$ cat config.mk
export PLATFORM = sky130hd
export DESIGN_NAME = rv_core_top
export DESIGN_NICKNAME = d
export VERILOG_FILES = /design/src/logic/rv_pkg.sv /design/src/logic/alu.sv /design/src/logic/core_ctrl_fsm.sv /design/src/logic/datapath.sv /design/src/logic/reg_file.sv /design/src/logic/retire_monitor.sv /design/src/logic/rv_core_top.sv
export VERILOG_INCLUDE_DIRS = /design/src /design/src/logic
export SDC_FILE = /design/constraint.sdc
export NUM_CORES = 2
export LEC_CHECK = 0
export BUFFER_PORTS_ARGS = -buffer_cell sky130_fd_sc_hd__buf_2
export CAP_MARGIN = 0
export CELL_PAD_IN_SITES_DETAIL_PLACEMENT = 0
export CELL_PAD_IN_SITES_GLOBAL_PLACEMENT = 2
export CORE_MARGIN = 4
export CORE_UTILIZATION = 45
export DETAILED_ROUTE_END_ITERATION = 8
export PLACE_DENSITY_LB_ADDON = 0.12
export SETUP_SLACK_MARGIN = 0.3
export SYNTH_ARGS = -nofsm -noshare
export SYNTH_HDL_FRONTEND = slang
export SYNTH_SLANG_ARGS = --single-unit
$ cat constraint.sdc
create_clock -name clk -period 7.4 [get_ports clk]
set_input_delay 0.37 -clock clk [delete_from_list [all_inputs] [get_ports clk]]
set_output_delay 0.37 -clock clk [all_outputs]
set_load 0.02 [all_outputs]
$ cat src/logic/rv_consts.svh
`ifndef RV_CONSTS_SVH
`define RV_CONSTS_SVH

// word width for data, addresses and instructions
`define RV_XLEN      32
`define RV_RESET_PC  32'h0000_0000

// major opcodes of the supported subset
`define RV_OP_LUI    7'b0110111
`define RV_OP_IMM    7'b0010011
`define RV_OP_REG    7'b0110011
`define RV_OP_LOAD   7'b0000011
`define RV_OP_STORE  7'b0100011
`define RV_OP_BRANCH 7'b1100011
`define RV_OP_JAL    7'b1101111

// funct3 for alu and branch decode
`define RV_F3_ADD    3'b000
`define RV_F3_SLT    3'b010
`define RV_F3_XOR    3'b100
`define RV_F3_OR     3'b110
`define RV_F3_AND    3'b111
`define RV_F3_BEQ    3'b000
`define RV_F3_BNE    3'b001

`endif

$ cat src/logic/rv_pkg.sv
`include "rv_consts.svh"

package rv_pkg;

    // multicycle sequencing, one instruction in flight
    typedef enum logic [2:0] {
        FETCH     = 3'd0,
        DECODE    = 3'd1,
        EXECUTE   = 3'd2,
        MEMORY    = 3'd3,
        WRITEBACK = 3'd4
    } ctrl_state_e;

    typedef enum logic [2:0] {
        ALU_ADD = 3'd0,
        ALU_SUB = 3'd1,
        ALU_AND = 3'd2,
        ALU_OR  = 3'd3,
        ALU_XOR = 3'd4,
        ALU_SLT = 3'd5
    } alu_op_e;

    typedef struct packed {
        alu_op_e alu_op;
        // second alu operand from the immediate
        logic    use_imm;
        logic    load_regfile;
        logic    is_load;
        logic    is_store;
        // conditional branch that resolved taken
        logic    is_branch;
        logic    is_jal;
        logic    is_lui;
    } ctrl_word_t;

    // one retired instruction, as seen by the trace port
    typedef struct packed {
        logic [63:0]          order;
        logic [`RV_XLEN-1:0]  inst;
        logic [`RV_XLEN-1:0]  pc_rdata;
        logic [`RV_XLEN-1:0]  pc_wdata;
        logic [4:0]           rd_addr;
        logic [`RV_XLEN-1:0]  rd_wdata;
        logic [`RV_XLEN-1:0]  mem_addr;
        logic [3:0]           mem_rmask;
        logic [3:0]           mem_wmask;
        logic [`RV_XLEN-1:0]  mem_rdata;
        logic [`RV_XLEN-1:0]  mem_wdata;
    } retire_rec_t;

endpackage

$ cat src/logic/alu.sv
`timescale 1ns/1ns
`include "rv_consts.svh"

module alu (
    input  rv_pkg::alu_op_e     op_i,
    input  logic [`RV_XLEN-1:0] a_i,
    input  logic [`RV_XLEN-1:0] b_i,
    output logic [`RV_XLEN-1:0] result_o
);

    logic lt;

    // signed compare for slt
    assign lt = $signed(a_i) < $signed(b_i);

    always_comb begin
        case (op_i)
            rv_pkg::ALU_ADD: result_o = a_i + b_i;
            rv_pkg::ALU_SUB: result_o = a_i - b_i;
            rv_pkg::ALU_AND: result_o = a_i & b_i;
            rv_pkg::ALU_OR:  result_o = a_i | b_i;
            rv_pkg::ALU_XOR: result_o = a_i ^ b_i;
            rv_pkg::ALU_SLT: result_o = {{(`RV_XLEN-1){1'b0}}, lt};
            default:         result_o = '0;
        endcase
    end

endmodule

$ cat src/logic/core_ctrl_fsm.sv
`timescale 1ns/1ns
`include "rv_consts.svh"

module core_ctrl_fsm (
    input  logic               clk,
    input  logic               rst,
    input  logic [6:0]         opcode_i,
    input  logic [2:0]         funct3_i,
    input  logic               branch_taken_i,
    input  logic               imem_resp_i,
    input  logic               dmem_resp_i,
    output rv_pkg::ctrl_word_t ctrl_o,
    output logic               imem_read_o,
    output logic               dmem_read_o,
    output logic               dmem_write_o,
    output logic               ld_ir_o,
    output logic               ld_operands_o,
    output logic               ld_result_o,
    output logic               ld_mdr_o,
    output logic               writeback_o,
    output logic               retire_o
);

    rv_pkg::ctrl_state_e state_q;
    rv_pkg::ctrl_state_e state_d;
    rv_pkg::ctrl_word_t  ctrl;
    logic                imem_read_q;
    logic                dmem_read_q;
    logic                dmem_write_q;
    logic                fetch_done;
    logic                mem_done;

    function automatic rv_pkg::alu_op_e alu_from_f3(input logic [2:0] f3);
        rv_pkg::alu_op_e op;
        case (f3)
            `RV_F3_SLT: op = rv_pkg::ALU_SLT;
            `RV_F3_XOR: op = rv_pkg::ALU_XOR;
            `RV_F3_OR:  op = rv_pkg::ALU_OR;
            `RV_F3_AND: op = rv_pkg::ALU_AND;
            default:    op = rv_pkg::ALU_ADD;
        endcase
        return op;
    endfunction

    // decode from the held IR; stable for the whole instruction
    always_comb begin
        ctrl = '0;
        ctrl.alu_op = rv_pkg::ALU_ADD;
        case (opcode_i)
            `RV_OP_LUI: begin
                ctrl.is_lui = 1'b1;
                ctrl.load_regfile = 1'b1;
            end
            `RV_OP_IMM: begin
                ctrl.alu_op = alu_from_f3(funct3_i);
                ctrl.use_imm = 1'b1;
                ctrl.load_regfile = 1'b1;
            end
            `RV_OP_REG: begin
                ctrl.alu_op = alu_from_f3(funct3_i);
                ctrl.load_regfile = 1'b1;
            end
            `RV_OP_LOAD: begin
                ctrl.use_imm = 1'b1;
                ctrl.is_load = 1'b1;
                ctrl.load_regfile = 1'b1;
            end
            `RV_OP_STORE: begin
                ctrl.use_imm = 1'b1;
                ctrl.is_store = 1'b1;
            end
            // decision is registered in execute, used at writeback
            `RV_OP_BRANCH: ctrl.is_branch = branch_taken_i;
            `RV_OP_JAL: begin
                ctrl.is_jal = 1'b1;
                ctrl.load_regfile = 1'b1;
            end
            default: ctrl = '0;
        endcase
    end

    // responses only count while a request is held
    assign fetch_done = imem_read_q && imem_resp_i;
    assign mem_done   = (dmem_read_q || dmem_write_q) && dmem_resp_i;

    always_comb begin
        state_d = state_q;
        case (state_q)
            rv_pkg::FETCH:     if (fetch_done) state_d = rv_pkg::DECODE;
            rv_pkg::DECODE:    state_d = rv_pkg::EXECUTE;
            rv_pkg::EXECUTE: begin
                if (ctrl.is_load || ctrl.is_store) begin
                    state_d = rv_pkg::MEMORY;
                end else begin
                    state_d = rv_pkg::WRITEBACK;
                end
            end
            rv_pkg::MEMORY:    if (mem_done) state_d = rv_pkg::WRITEBACK;
            rv_pkg::WRITEBACK: state_d = rv_pkg::FETCH;
            default:           state_d = rv_pkg::FETCH;
        endcase
    end

    // request levels are registered so they stay low through reset
    always_ff @(posedge clk) begin
        if (rst) begin
            state_q      <= rv_pkg::FETCH;
            imem_read_q  <= 1'b0;
            dmem_read_q  <= 1'b0;
            dmem_write_q <= 1'b0;
        end else begin
            state_q      <= state_d;
            imem_read_q  <= (state_d == rv_pkg::FETCH);
            dmem_read_q  <= (state_d == rv_pkg::MEMORY) && ctrl.is_load;
            dmem_write_q <= (state_d == rv_pkg::MEMORY) && ctrl.is_store;
        end
    end

    assign ctrl_o        = ctrl;
    assign imem_read_o   = imem_read_q;
    assign dmem_read_o   = dmem_read_q;
    assign dmem_write_o  = dmem_write_q;
    assign ld_ir_o       = (state_q == rv_pkg::FETCH) && fetch_done;
    assign ld_operands_o = (state_q == rv_pkg::DECODE);
    assign ld_result_o   = (state_q == rv_pkg::EXECUTE);
    assign ld_mdr_o      = (state_q == rv_pkg::MEMORY) && dmem_read_q && dmem_resp_i;
    assign writeback_o   = (state_q == rv_pkg::WRITEBACK);
    assign retire_o      = (state_q == rv_pkg::WRITEBACK);

endmodule

$ cat src/logic/datapath.sv
`timescale 1ns/1ns
`include "rv_consts.svh"

module datapath (
    input  logic                clk,
    input  logic                rst,
    input  rv_pkg::ctrl_word_t  ctrl_i,
    input  logic                ld_ir_i,
    input  logic                ld_operands_i,
    input  logic                ld_result_i,
    input  logic                ld_mdr_i,
    input  logic                writeback_i,
    input  logic [`RV_XLEN-1:0] imem_rdata_i,
    input  logic [`RV_XLEN-1:0] dmem_rdata_i,
    output logic [`RV_XLEN-1:0] imem_address_o,
    output logic [`RV_XLEN-1:0] dmem_address_o,
    output logic [`RV_XLEN-1:0] dmem_wdata_o,
    output logic [6:0]          opcode_o,
    output logic [2:0]          funct3_o,
    output logic                branch_taken_o,
    output rv_pkg::retire_rec_t rec_o
);

    logic [`RV_XLEN-1:0] pc_q;
    logic [`RV_XLEN-1:0] ir_q;
    logic [`RV_XLEN-1:0] rs1_q;
    logic [`RV_XLEN-1:0] rs2_q;
    logic [`RV_XLEN-1:0] result_q;
    logic [`RV_XLEN-1:0] mdr_q;
    logic                taken_q;
    logic [`RV_XLEN-1:0] rs1_data;
    logic [`RV_XLEN-1:0] rs2_data;
    logic [`RV_XLEN-1:0] imm_i;
    logic [`RV_XLEN-1:0] imm_s;
    logic [`RV_XLEN-1:0] imm_b;
    logic [`RV_XLEN-1:0] imm_u;
    logic [`RV_XLEN-1:0] imm_j;
    logic [`RV_XLEN-1:0] alu_b;
    logic [`RV_XLEN-1:0] alu_result;
    logic [`RV_XLEN-1:0] pc_plus4;
    logic [`RV_XLEN-1:0] pc_next;
    logic [`RV_XLEN-1:0] wb_data;
    logic [4:0]          rd;
    logic                taken;
    logic                we;
    rv_pkg::alu_op_e     alu_op;

    assign opcode_o = ir_q[6:0];
    assign funct3_o = ir_q[14:12];
    assign rd       = ir_q[11:7];

    assign imm_i = {{20{ir_q[31]}}, ir_q[31:20]};
    assign imm_s = {{20{ir_q[31]}}, ir_q[31:25], ir_q[11:7]};
    assign imm_b = {{19{ir_q[31]}}, ir_q[31], ir_q[7], ir_q[30:25], ir_q[11:8], 1'b0};
    assign imm_u = {ir_q[31:12], 12'h000};
    assign imm_j = {{11{ir_q[31]}}, ir_q[31], ir_q[19:12], ir_q[20], ir_q[30:21], 1'b0};

    reg_file i_reg_file (
        .clk        (clk),
        .rst        (rst),
        .rs1_i      (ir_q[19:15]),
        .rs2_i      (ir_q[24:20]),
        .rd_i       (rd),
        .wdata_i    (wb_data),
        .we_i       (we),
        .rs1_data_o (rs1_data),
        .rs2_data_o (rs2_data)
    );

    // funct7 bit 30 picks sub over add for register ops
    assign alu_op = (opcode_o == `RV_OP_REG && ctrl_i.alu_op == rv_pkg::ALU_ADD && ir_q[30])
                  ? rv_pkg::ALU_SUB : ctrl_i.alu_op;
    assign alu_b  = !ctrl_i.use_imm ? rs2_q : (ctrl_i.is_store ? imm_s : imm_i);

    alu i_alu (
        .op_i     (alu_op),
        .a_i      (rs1_q),
        .b_i      (alu_b),
        .result_o (alu_result)
    );

    always_comb begin
        case (funct3_o)
            `RV_F3_BEQ: taken = (rs1_q == rs2_q);
            `RV_F3_BNE: taken = (rs1_q != rs2_q);
            default:    taken = 1'b0;
        endcase
    end

    assign pc_plus4 = pc_q + 32'd4;

    always_comb begin
        if (ctrl_i.is_jal) begin
            pc_next = pc_q + imm_j;
        end else if (ctrl_i.is_branch) begin
            pc_next = pc_q + imm_b;
        end else begin
            pc_next = pc_plus4;
        end
    end

    always_comb begin
        if (ctrl_i.is_lui) begin
            wb_data = imm_u;
        end else if (ctrl_i.is_jal) begin
            wb_data = pc_plus4;
        end else if (ctrl_i.is_load) begin
            wb_data = mdr_q;
        end else begin
            wb_data = result_q;
        end
    end

    assign we = writeback_i && ctrl_i.load_regfile;

    always_ff @(posedge clk) begin
        if (rst) begin
            pc_q     <= `RV_RESET_PC;
            ir_q     <= '0;
            rs1_q    <= '0;
            rs2_q    <= '0;
            result_q <= '0;
            mdr_q    <= '0;
            taken_q  <= 1'b0;
        end else begin
            if (ld_ir_i) ir_q <= imem_rdata_i;
            if (ld_operands_i) begin
                rs1_q <= rs1_data;
                rs2_q <= rs2_data;
            end
            if (ld_result_i) begin
                result_q <= alu_result;
                taken_q  <= taken;
            end
            if (ld_mdr_i) mdr_q <= dmem_rdata_i;
            if (writeback_i) pc_q <= pc_next;
        end
    end

    assign imem_address_o = pc_q;
    assign dmem_address_o = result_q;
    assign dmem_wdata_o   = rs2_q;
    assign branch_taken_o = taken_q;

    // record as seen during writeback; order is filled by the monitor
    always_comb begin
        rec_o           = '0;
        rec_o.inst      = ir_q;
        rec_o.pc_rdata  = pc_q;
        rec_o.pc_wdata  = pc_next;
        rec_o.rd_addr   = ctrl_i.load_regfile ? rd : 5'd0;
        rec_o.rd_wdata  = (rec_o.rd_addr != 5'd0) ? wb_data : '0;
        if (ctrl_i.is_load || ctrl_i.is_store) rec_o.mem_addr = result_q;
        if (ctrl_i.is_load) begin
            rec_o.mem_rmask = 4'hf;
            rec_o.mem_rdata = mdr_q;
        end
        if (ctrl_i.is_store) begin
            rec_o.mem_wmask = 4'hf;
            rec_o.mem_wdata = rs2_q;
        end
    end

endmodule

$ cat src/logic/reg_file.sv
`timescale 1ns/1ns
`include "rv_consts.svh"

module reg_file (
    input  logic                clk,
    input  logic                rst,
    input  logic [4:0]          rs1_i,
    input  logic [4:0]          rs2_i,
    input  logic [4:0]          rd_i,
    input  logic [`RV_XLEN-1:0] wdata_i,
    input  logic                we_i,
    output logic [`RV_XLEN-1:0] rs1_data_o,
    output logic [`RV_XLEN-1:0] rs2_data_o
);

    logic [`RV_XLEN-1:0] regs [32];

    // x0 is cleared at reset and never written
    always_ff @(posedge clk) begin
        if (rst) begin
            for (int i = 0; i < 32; i++) begin
                regs[i] <= '0;
            end
        end else if (we_i && rd_i != 5'd0) begin
            regs[rd_i] <= wdata_i;
        end
    end

    assign rs1_data_o = regs[rs1_i];
    assign rs2_data_o = regs[rs2_i];

endmodule

$ cat src/logic/retire_monitor.sv
`timescale 1ns/1ns

module retire_monitor (
    input  logic                clk,
    input  logic                rst,
    input  logic                retire_i,
    input  rv_pkg::retire_rec_t rec_i,
    output rv_pkg::retire_rec_t trace_o,
    output logic                trace_valid_o
);

    logic [63:0]         order_q;
    rv_pkg::retire_rec_t trace_q;
    logic                valid_q;

    // first retirement carries order zero
    always_ff @(posedge clk) begin
        if (rst) begin
            order_q <= 64'd0;
            trace_q <= '0;
            valid_q <= 1'b0;
        end else begin
            valid_q <= retire_i;
            if (retire_i) begin
                trace_q       <= rec_i;
                trace_q.order <= order_q;
                order_q       <= order_q + 64'd1;
            end
        end
    end

    assign trace_o       = trace_q;
    assign trace_valid_o = valid_q;

endmodule

$ cat src/logic/rv_core_top.sv
`timescale 1ns/1ns
`include "rv_consts.svh"

module rv_core_top (
    input  logic                clk,
    input  logic                rst,
    output logic [`RV_XLEN-1:0] imem_address_o,
    output logic                imem_read_o,
    input  logic [`RV_XLEN-1:0] imem_rdata_i,
    input  logic                imem_resp_i,
    output logic [`RV_XLEN-1:0] dmem_address_o,
    output logic                dmem_read_o,
    output logic                dmem_write_o,
    output logic [`RV_XLEN-1:0] dmem_wdata_o,
    input  logic [`RV_XLEN-1:0] dmem_rdata_i,
    input  logic                dmem_resp_i,
    output rv_pkg::retire_rec_t trace_o,
    output logic                trace_valid_o
);

    rv_pkg::ctrl_word_t  ctrl;
    rv_pkg::retire_rec_t rec;
    logic [6:0]          opcode;
    logic [2:0]          funct3;
    logic                branch_taken;
    logic                ld_ir;
    logic                ld_operands;
    logic                ld_result;
    logic                ld_mdr;
    logic                writeback;
    logic                retire;

    core_ctrl_fsm i_core_ctrl_fsm (
        .clk            (clk),
        .rst            (rst),
        .opcode_i       (opcode),
        .funct3_i       (funct3),
        .branch_taken_i (branch_taken),
        .imem_resp_i    (imem_resp_i),
        .dmem_resp_i    (dmem_resp_i),
        .ctrl_o         (ctrl),
        .imem_read_o    (imem_read_o),
        .dmem_read_o    (dmem_read_o),
        .dmem_write_o   (dmem_write_o),
        .ld_ir_o        (ld_ir),
        .ld_operands_o  (ld_operands),
        .ld_result_o    (ld_result),
        .ld_mdr_o       (ld_mdr),
        .writeback_o    (writeback),
        .retire_o       (retire)
    );

    datapath i_datapath (
        .clk            (clk),
        .rst            (rst),
        .ctrl_i         (ctrl),
        .ld_ir_i        (ld_ir),
        .ld_operands_i  (ld_operands),
        .ld_result_i    (ld_result),
        .ld_mdr_i       (ld_mdr),
        .writeback_i    (writeback),
        .imem_rdata_i   (imem_rdata_i),
        .dmem_rdata_i   (dmem_rdata_i),
        .imem_address_o (imem_address_o),
        .dmem_address_o (dmem_address_o),
        .dmem_wdata_o   (dmem_wdata_o),
        .opcode_o       (opcode),
        .funct3_o       (funct3),
        .branch_taken_o (branch_taken),
        .rec_o          (rec)
    );

    retire_monitor i_retire_monitor (
        .clk           (clk),
        .rst           (rst),
        .retire_i      (retire),
        .rec_i         (rec),
        .trace_o       (trace_o),
        .trace_valid_o (trace_valid_o)
    );

endmodule

==> run summary <==
combinational share of power: 11.2%
synthesized area per cell: 11.6 µm²
via count: 60,000
multi-input logic area: 0.0363 mm²
Sw Ratio: 26.0%
first-pass GRT wire length: 432,000 µm
Reg clk slew, reported paths: 0.06 ns
placeable core area: 0.177 mm²
leakage: 31.3 nW
post-synthesis register bit count: 1,549
CTS sink count: 1,549
dpl hpwl: 207,000 µm
slew margin rel.: 14.2%
DR pass1 iterations: 6
Yosys top cell area share: 38.2%
DRT antenna net count: 0
commonest non-fill, non-tap cell in the layout: nor2_1
Pins Over Slew Limit: 0
share of the yosys chip area belonging to registers: 51.3%
Synth Instances: 6,947
drt initial violations: 7,017
Post-Syn Area: 0.0805 mm²
XOR/XNOR Fraction of Synth Area: 1.50%
CTS buffer count: 174
final routed DRC violation total: 0
GPL Wtd Cong: 0.923
Die Area: 0.186 mm²
nature of the critical path endpoint: flip-flop
Fin. Hold Viols: 0
cell count after placement: 9,256
Die Y: 431 µm
worst vdd ir: 0.000217 V
crit path launch type: flip-flop
Post-Route Skew: 0.0424 ns
TNS Setup: 0 ns
Remaining Overflow, GRT: 0
largest family of logic cells by synthesized area: multiplexers
vias in the first global route: 57,600
Distinct cells, synth: 95
fin cells: 9,645
CTS tree: built
Final setup viols: 0
Storage cell area: 0.0413 mm²
share of power burned in registers: 46.6%
worst path required time: 8.14 ns
largest net degree at the start of global routing: 159
Avg WL per Cell: 31.5 µm
max_cap viols: 0
Clk Latency, worst-skew pair: 0.83 ns
switching power: 5.40 mW
nets: 7,376
layout cells sized above 1: 22.6%
total power draw: 20.8 mW
post-route clock period utilization: 72.1%
Final Worst Setup Slack: 2.06 ns
Syn. warnings: 0
largest cells by area after synthesis: edfxtp_1 (38%), mux4_2 (18%), dfxtp_1 (13%), nor2_1 (6.1%), nand2_1 (3.3%)
fill count: 15,700
crit path max fanout: 27
fin crit period: 5.34 ns
run status: completed
CTS max path bufs: 3
Pint: 15.4 mW
# IOs: 469
DP Area: 0.0847 mm²
RSZ-0062 raised after global routing: false
Port-buffer cells: 465
arrival time worst endpoint: 6.08 ns
H-Tree Depth: 4
Clock Tree Root: clkbuf_16
Chip Width: 431 µm
fmax: 187 MHz
Synth Area in Compound Gates: 8.74%
Tightest Hold Check Type: in -> reg
Clk network pwr share: 42.2%
Worst-Margin Slew: 1.28 ns
FP Rows: 154
Crit Path Category: reg -> reg
number of synthesized flops with an enable pin: 1,024
post-synthesis async set-or-reset flop share: 0%
Synth area leader: edfxtp_1
GRT Total Usage: 32.2%
initial core utilization: 45.5%
area growth from synthesis to layout: 13.1%
post-route cell area: 0.0910 mm²
Vias/cell: 6.22
post-synthesis simple-gate area fraction: 12.5%
buffer count from post-CTS setup fixing: 0
final wirelength: 303,000 µm
most frequent cells in the layout: nor2_1 (1,296), edfxtp_1 (1,024), nand2_1 (688), mux4_2 (640), dfxtp_1 (514)
pre-CTS WS: 2.19 ns
mux contribution to synthesized area: 19.3%
initial antenna violation count: 13
adder-cell share of the synthesized area: 2.41%
pwr dens: 228 mW/mm²
ys flop type: edfxtp_1
[power groups by stage]
stage                     clock network, mW  registers (mW)  logic [mW]
final                                  8.76            9.68        2.33
after global routing                   9.26            9.71        2.42
after CTS                              8.88            9.68        2.29
after detailed placement                  0            9.87        2.26
after global placement                    0            9.85        2.26
after floorplan                           0            9.75        1.42
[registers in the layout, summed over array words and instances, names as in the netlist]
name	cells
i_datapath.rs1_q	32
i_datapath.dmem_address_o	32
i_retire_monitor.trace_o	262
i_datapath.dmem_wdata_o	32
i_core_ctrl_fsm.imem_read_o	1
i_core_ctrl_fsm.dmem_write_o	1
i_datapath.imem_address_o	31
i_retire_monitor.trace_valid_o	1
i_datapath.i_reg_file.regs	1024
i_core_ctrl_fsm.state_q	3
i_retire_monitor.order_q	64
i_datapath.ir_q	32
i_core_ctrl_fsm.dmem_read_o	1
i_datapath.mdr_q	32
i_datapath.branch_taken_o	1
[cells by family (layout without fill, tap and decap cells)]
logic type	Yosys count	in the layout
AOI/OAI and AO/OA	1112	1112
adders and majority gates	153	153
and+or+nand+nor	2427	2427
xor gates and xnor gates	138	138
buffers and inverters	820	1135
muxes	747	747
other	1	44
DFF	1549	1549
[per-layer routing]
layer	routed length, µm	global-route usage [%]
met1	123000	44.4
met2	140000	50.1
met3	25800	6.24
met4	14700	13.4
met5	13	0
[layout make-up]
type	instances	area share, %
Multi-Input combinational cell	4612	39.9
Sequential cell	1549	45.4
Clock inverter	79	0.875
Timing Repair Buffer	689	4.69
Inverter	130	0.536
Tap cell	2340	3.22
Antenna cell	9	0.0247
Clock buffer	237	5.39
[worst paths after layout]
kind                            cells after the start                                          to  slack [ns]                                       from
worst max-delay path                               15  i_datapath.dmem_address_o[29]$_SDFFE_PP0N_        2.06            i_datapath.ir_q[4]$_SDFFE_PP0P_
worst min-delay path                                3             i_datapath.ir_q[6]$_SDFFE_PP0P_        0.05                            imem_rdata_i[6]
worst max register to register                     15  i_datapath.dmem_address_o[29]$_SDFFE_PP0N_        2.06            i_datapath.ir_q[4]$_SDFFE_PP0P_
worst min register to register                      2   i_retire_monitor.trace_o[80]$_SDFFE_PP0P_        0.45  i_retire_monitor.trace_o[80]$_SDFFE_PP0P_
[synthesized netlist by cell type, types with 15 or more instances]
| library cell | count |
|---|---|
| nor2_1 | 1301 |
| edfxtp_1 | 1024 |
| nand2_1 | 703 |
| mux4_2 | 640 |
| dfxtp_1 | 525 |
| clkbuf_1 | 490 |
| a21oi_1 | 456 |
| o21ai_0 | 165 |
| ha_1 | 148 |
| inv_1 | 127 |
| a211oi_1 | 121 |
| nand3_1 | 110 |
| mux2i_1 | 99 |
| xor2_1 | 87 |
| buf_4 | 74 |
| buf_1 | 71 |
| a21o_1 | 63 |
| nor3_1 | 54 |
| buf_2 | 51 |
| xnor2_1 | 51 |
| nand2b_1 | 49 |
| nand4_1 | 37 |
| a22o_1 | 34 |
| and3_1 | 33 |
| o211ai_1 | 29 |
| o21bai_1 | 29 |
| or3_1 | 27 |
| a221oi_1 | 24 |
| a31oi_1 | 23 |
| nor2b_1 | 22 |
| nor4_1 | 19 |
| o22ai_1 | 17 |
| and4_1 | 15 |
[per-stage QoR]
step	util [%]	hold slack, ns
floorplan	-	0.444
detailed placement	47.8	0.439
global placement	47.8	0.434
global route	51.4	0.0169
CTS	51.4	0.000383
finish	51.4	0.0481
[timing repair]
item                      4_1_cts  5_1_grt
hold buffers                   64        0
hold endpoints to repair       72        0
gates resized for setup         0        0
[critical path, stage by stage, from the launching register on]
cell	delay (ns)
dfxtp_1	0.92
nand2_1	0.22
nand2_1	0.16
buf_4	0.37
mux2_2	0.40
inv_1	0.08
ha_1	0.44
and4_1	0.29
nor3b_1	0.25
o2111ai_1	0.16
o211ai_1	0.36
o21ai_1	0.24
o31ai_1	0.65
a31oi_1	0.20
or4_1	0.42
o211ai_1	0.10
No activity file was read; power rests on OpenSTA's default activity.
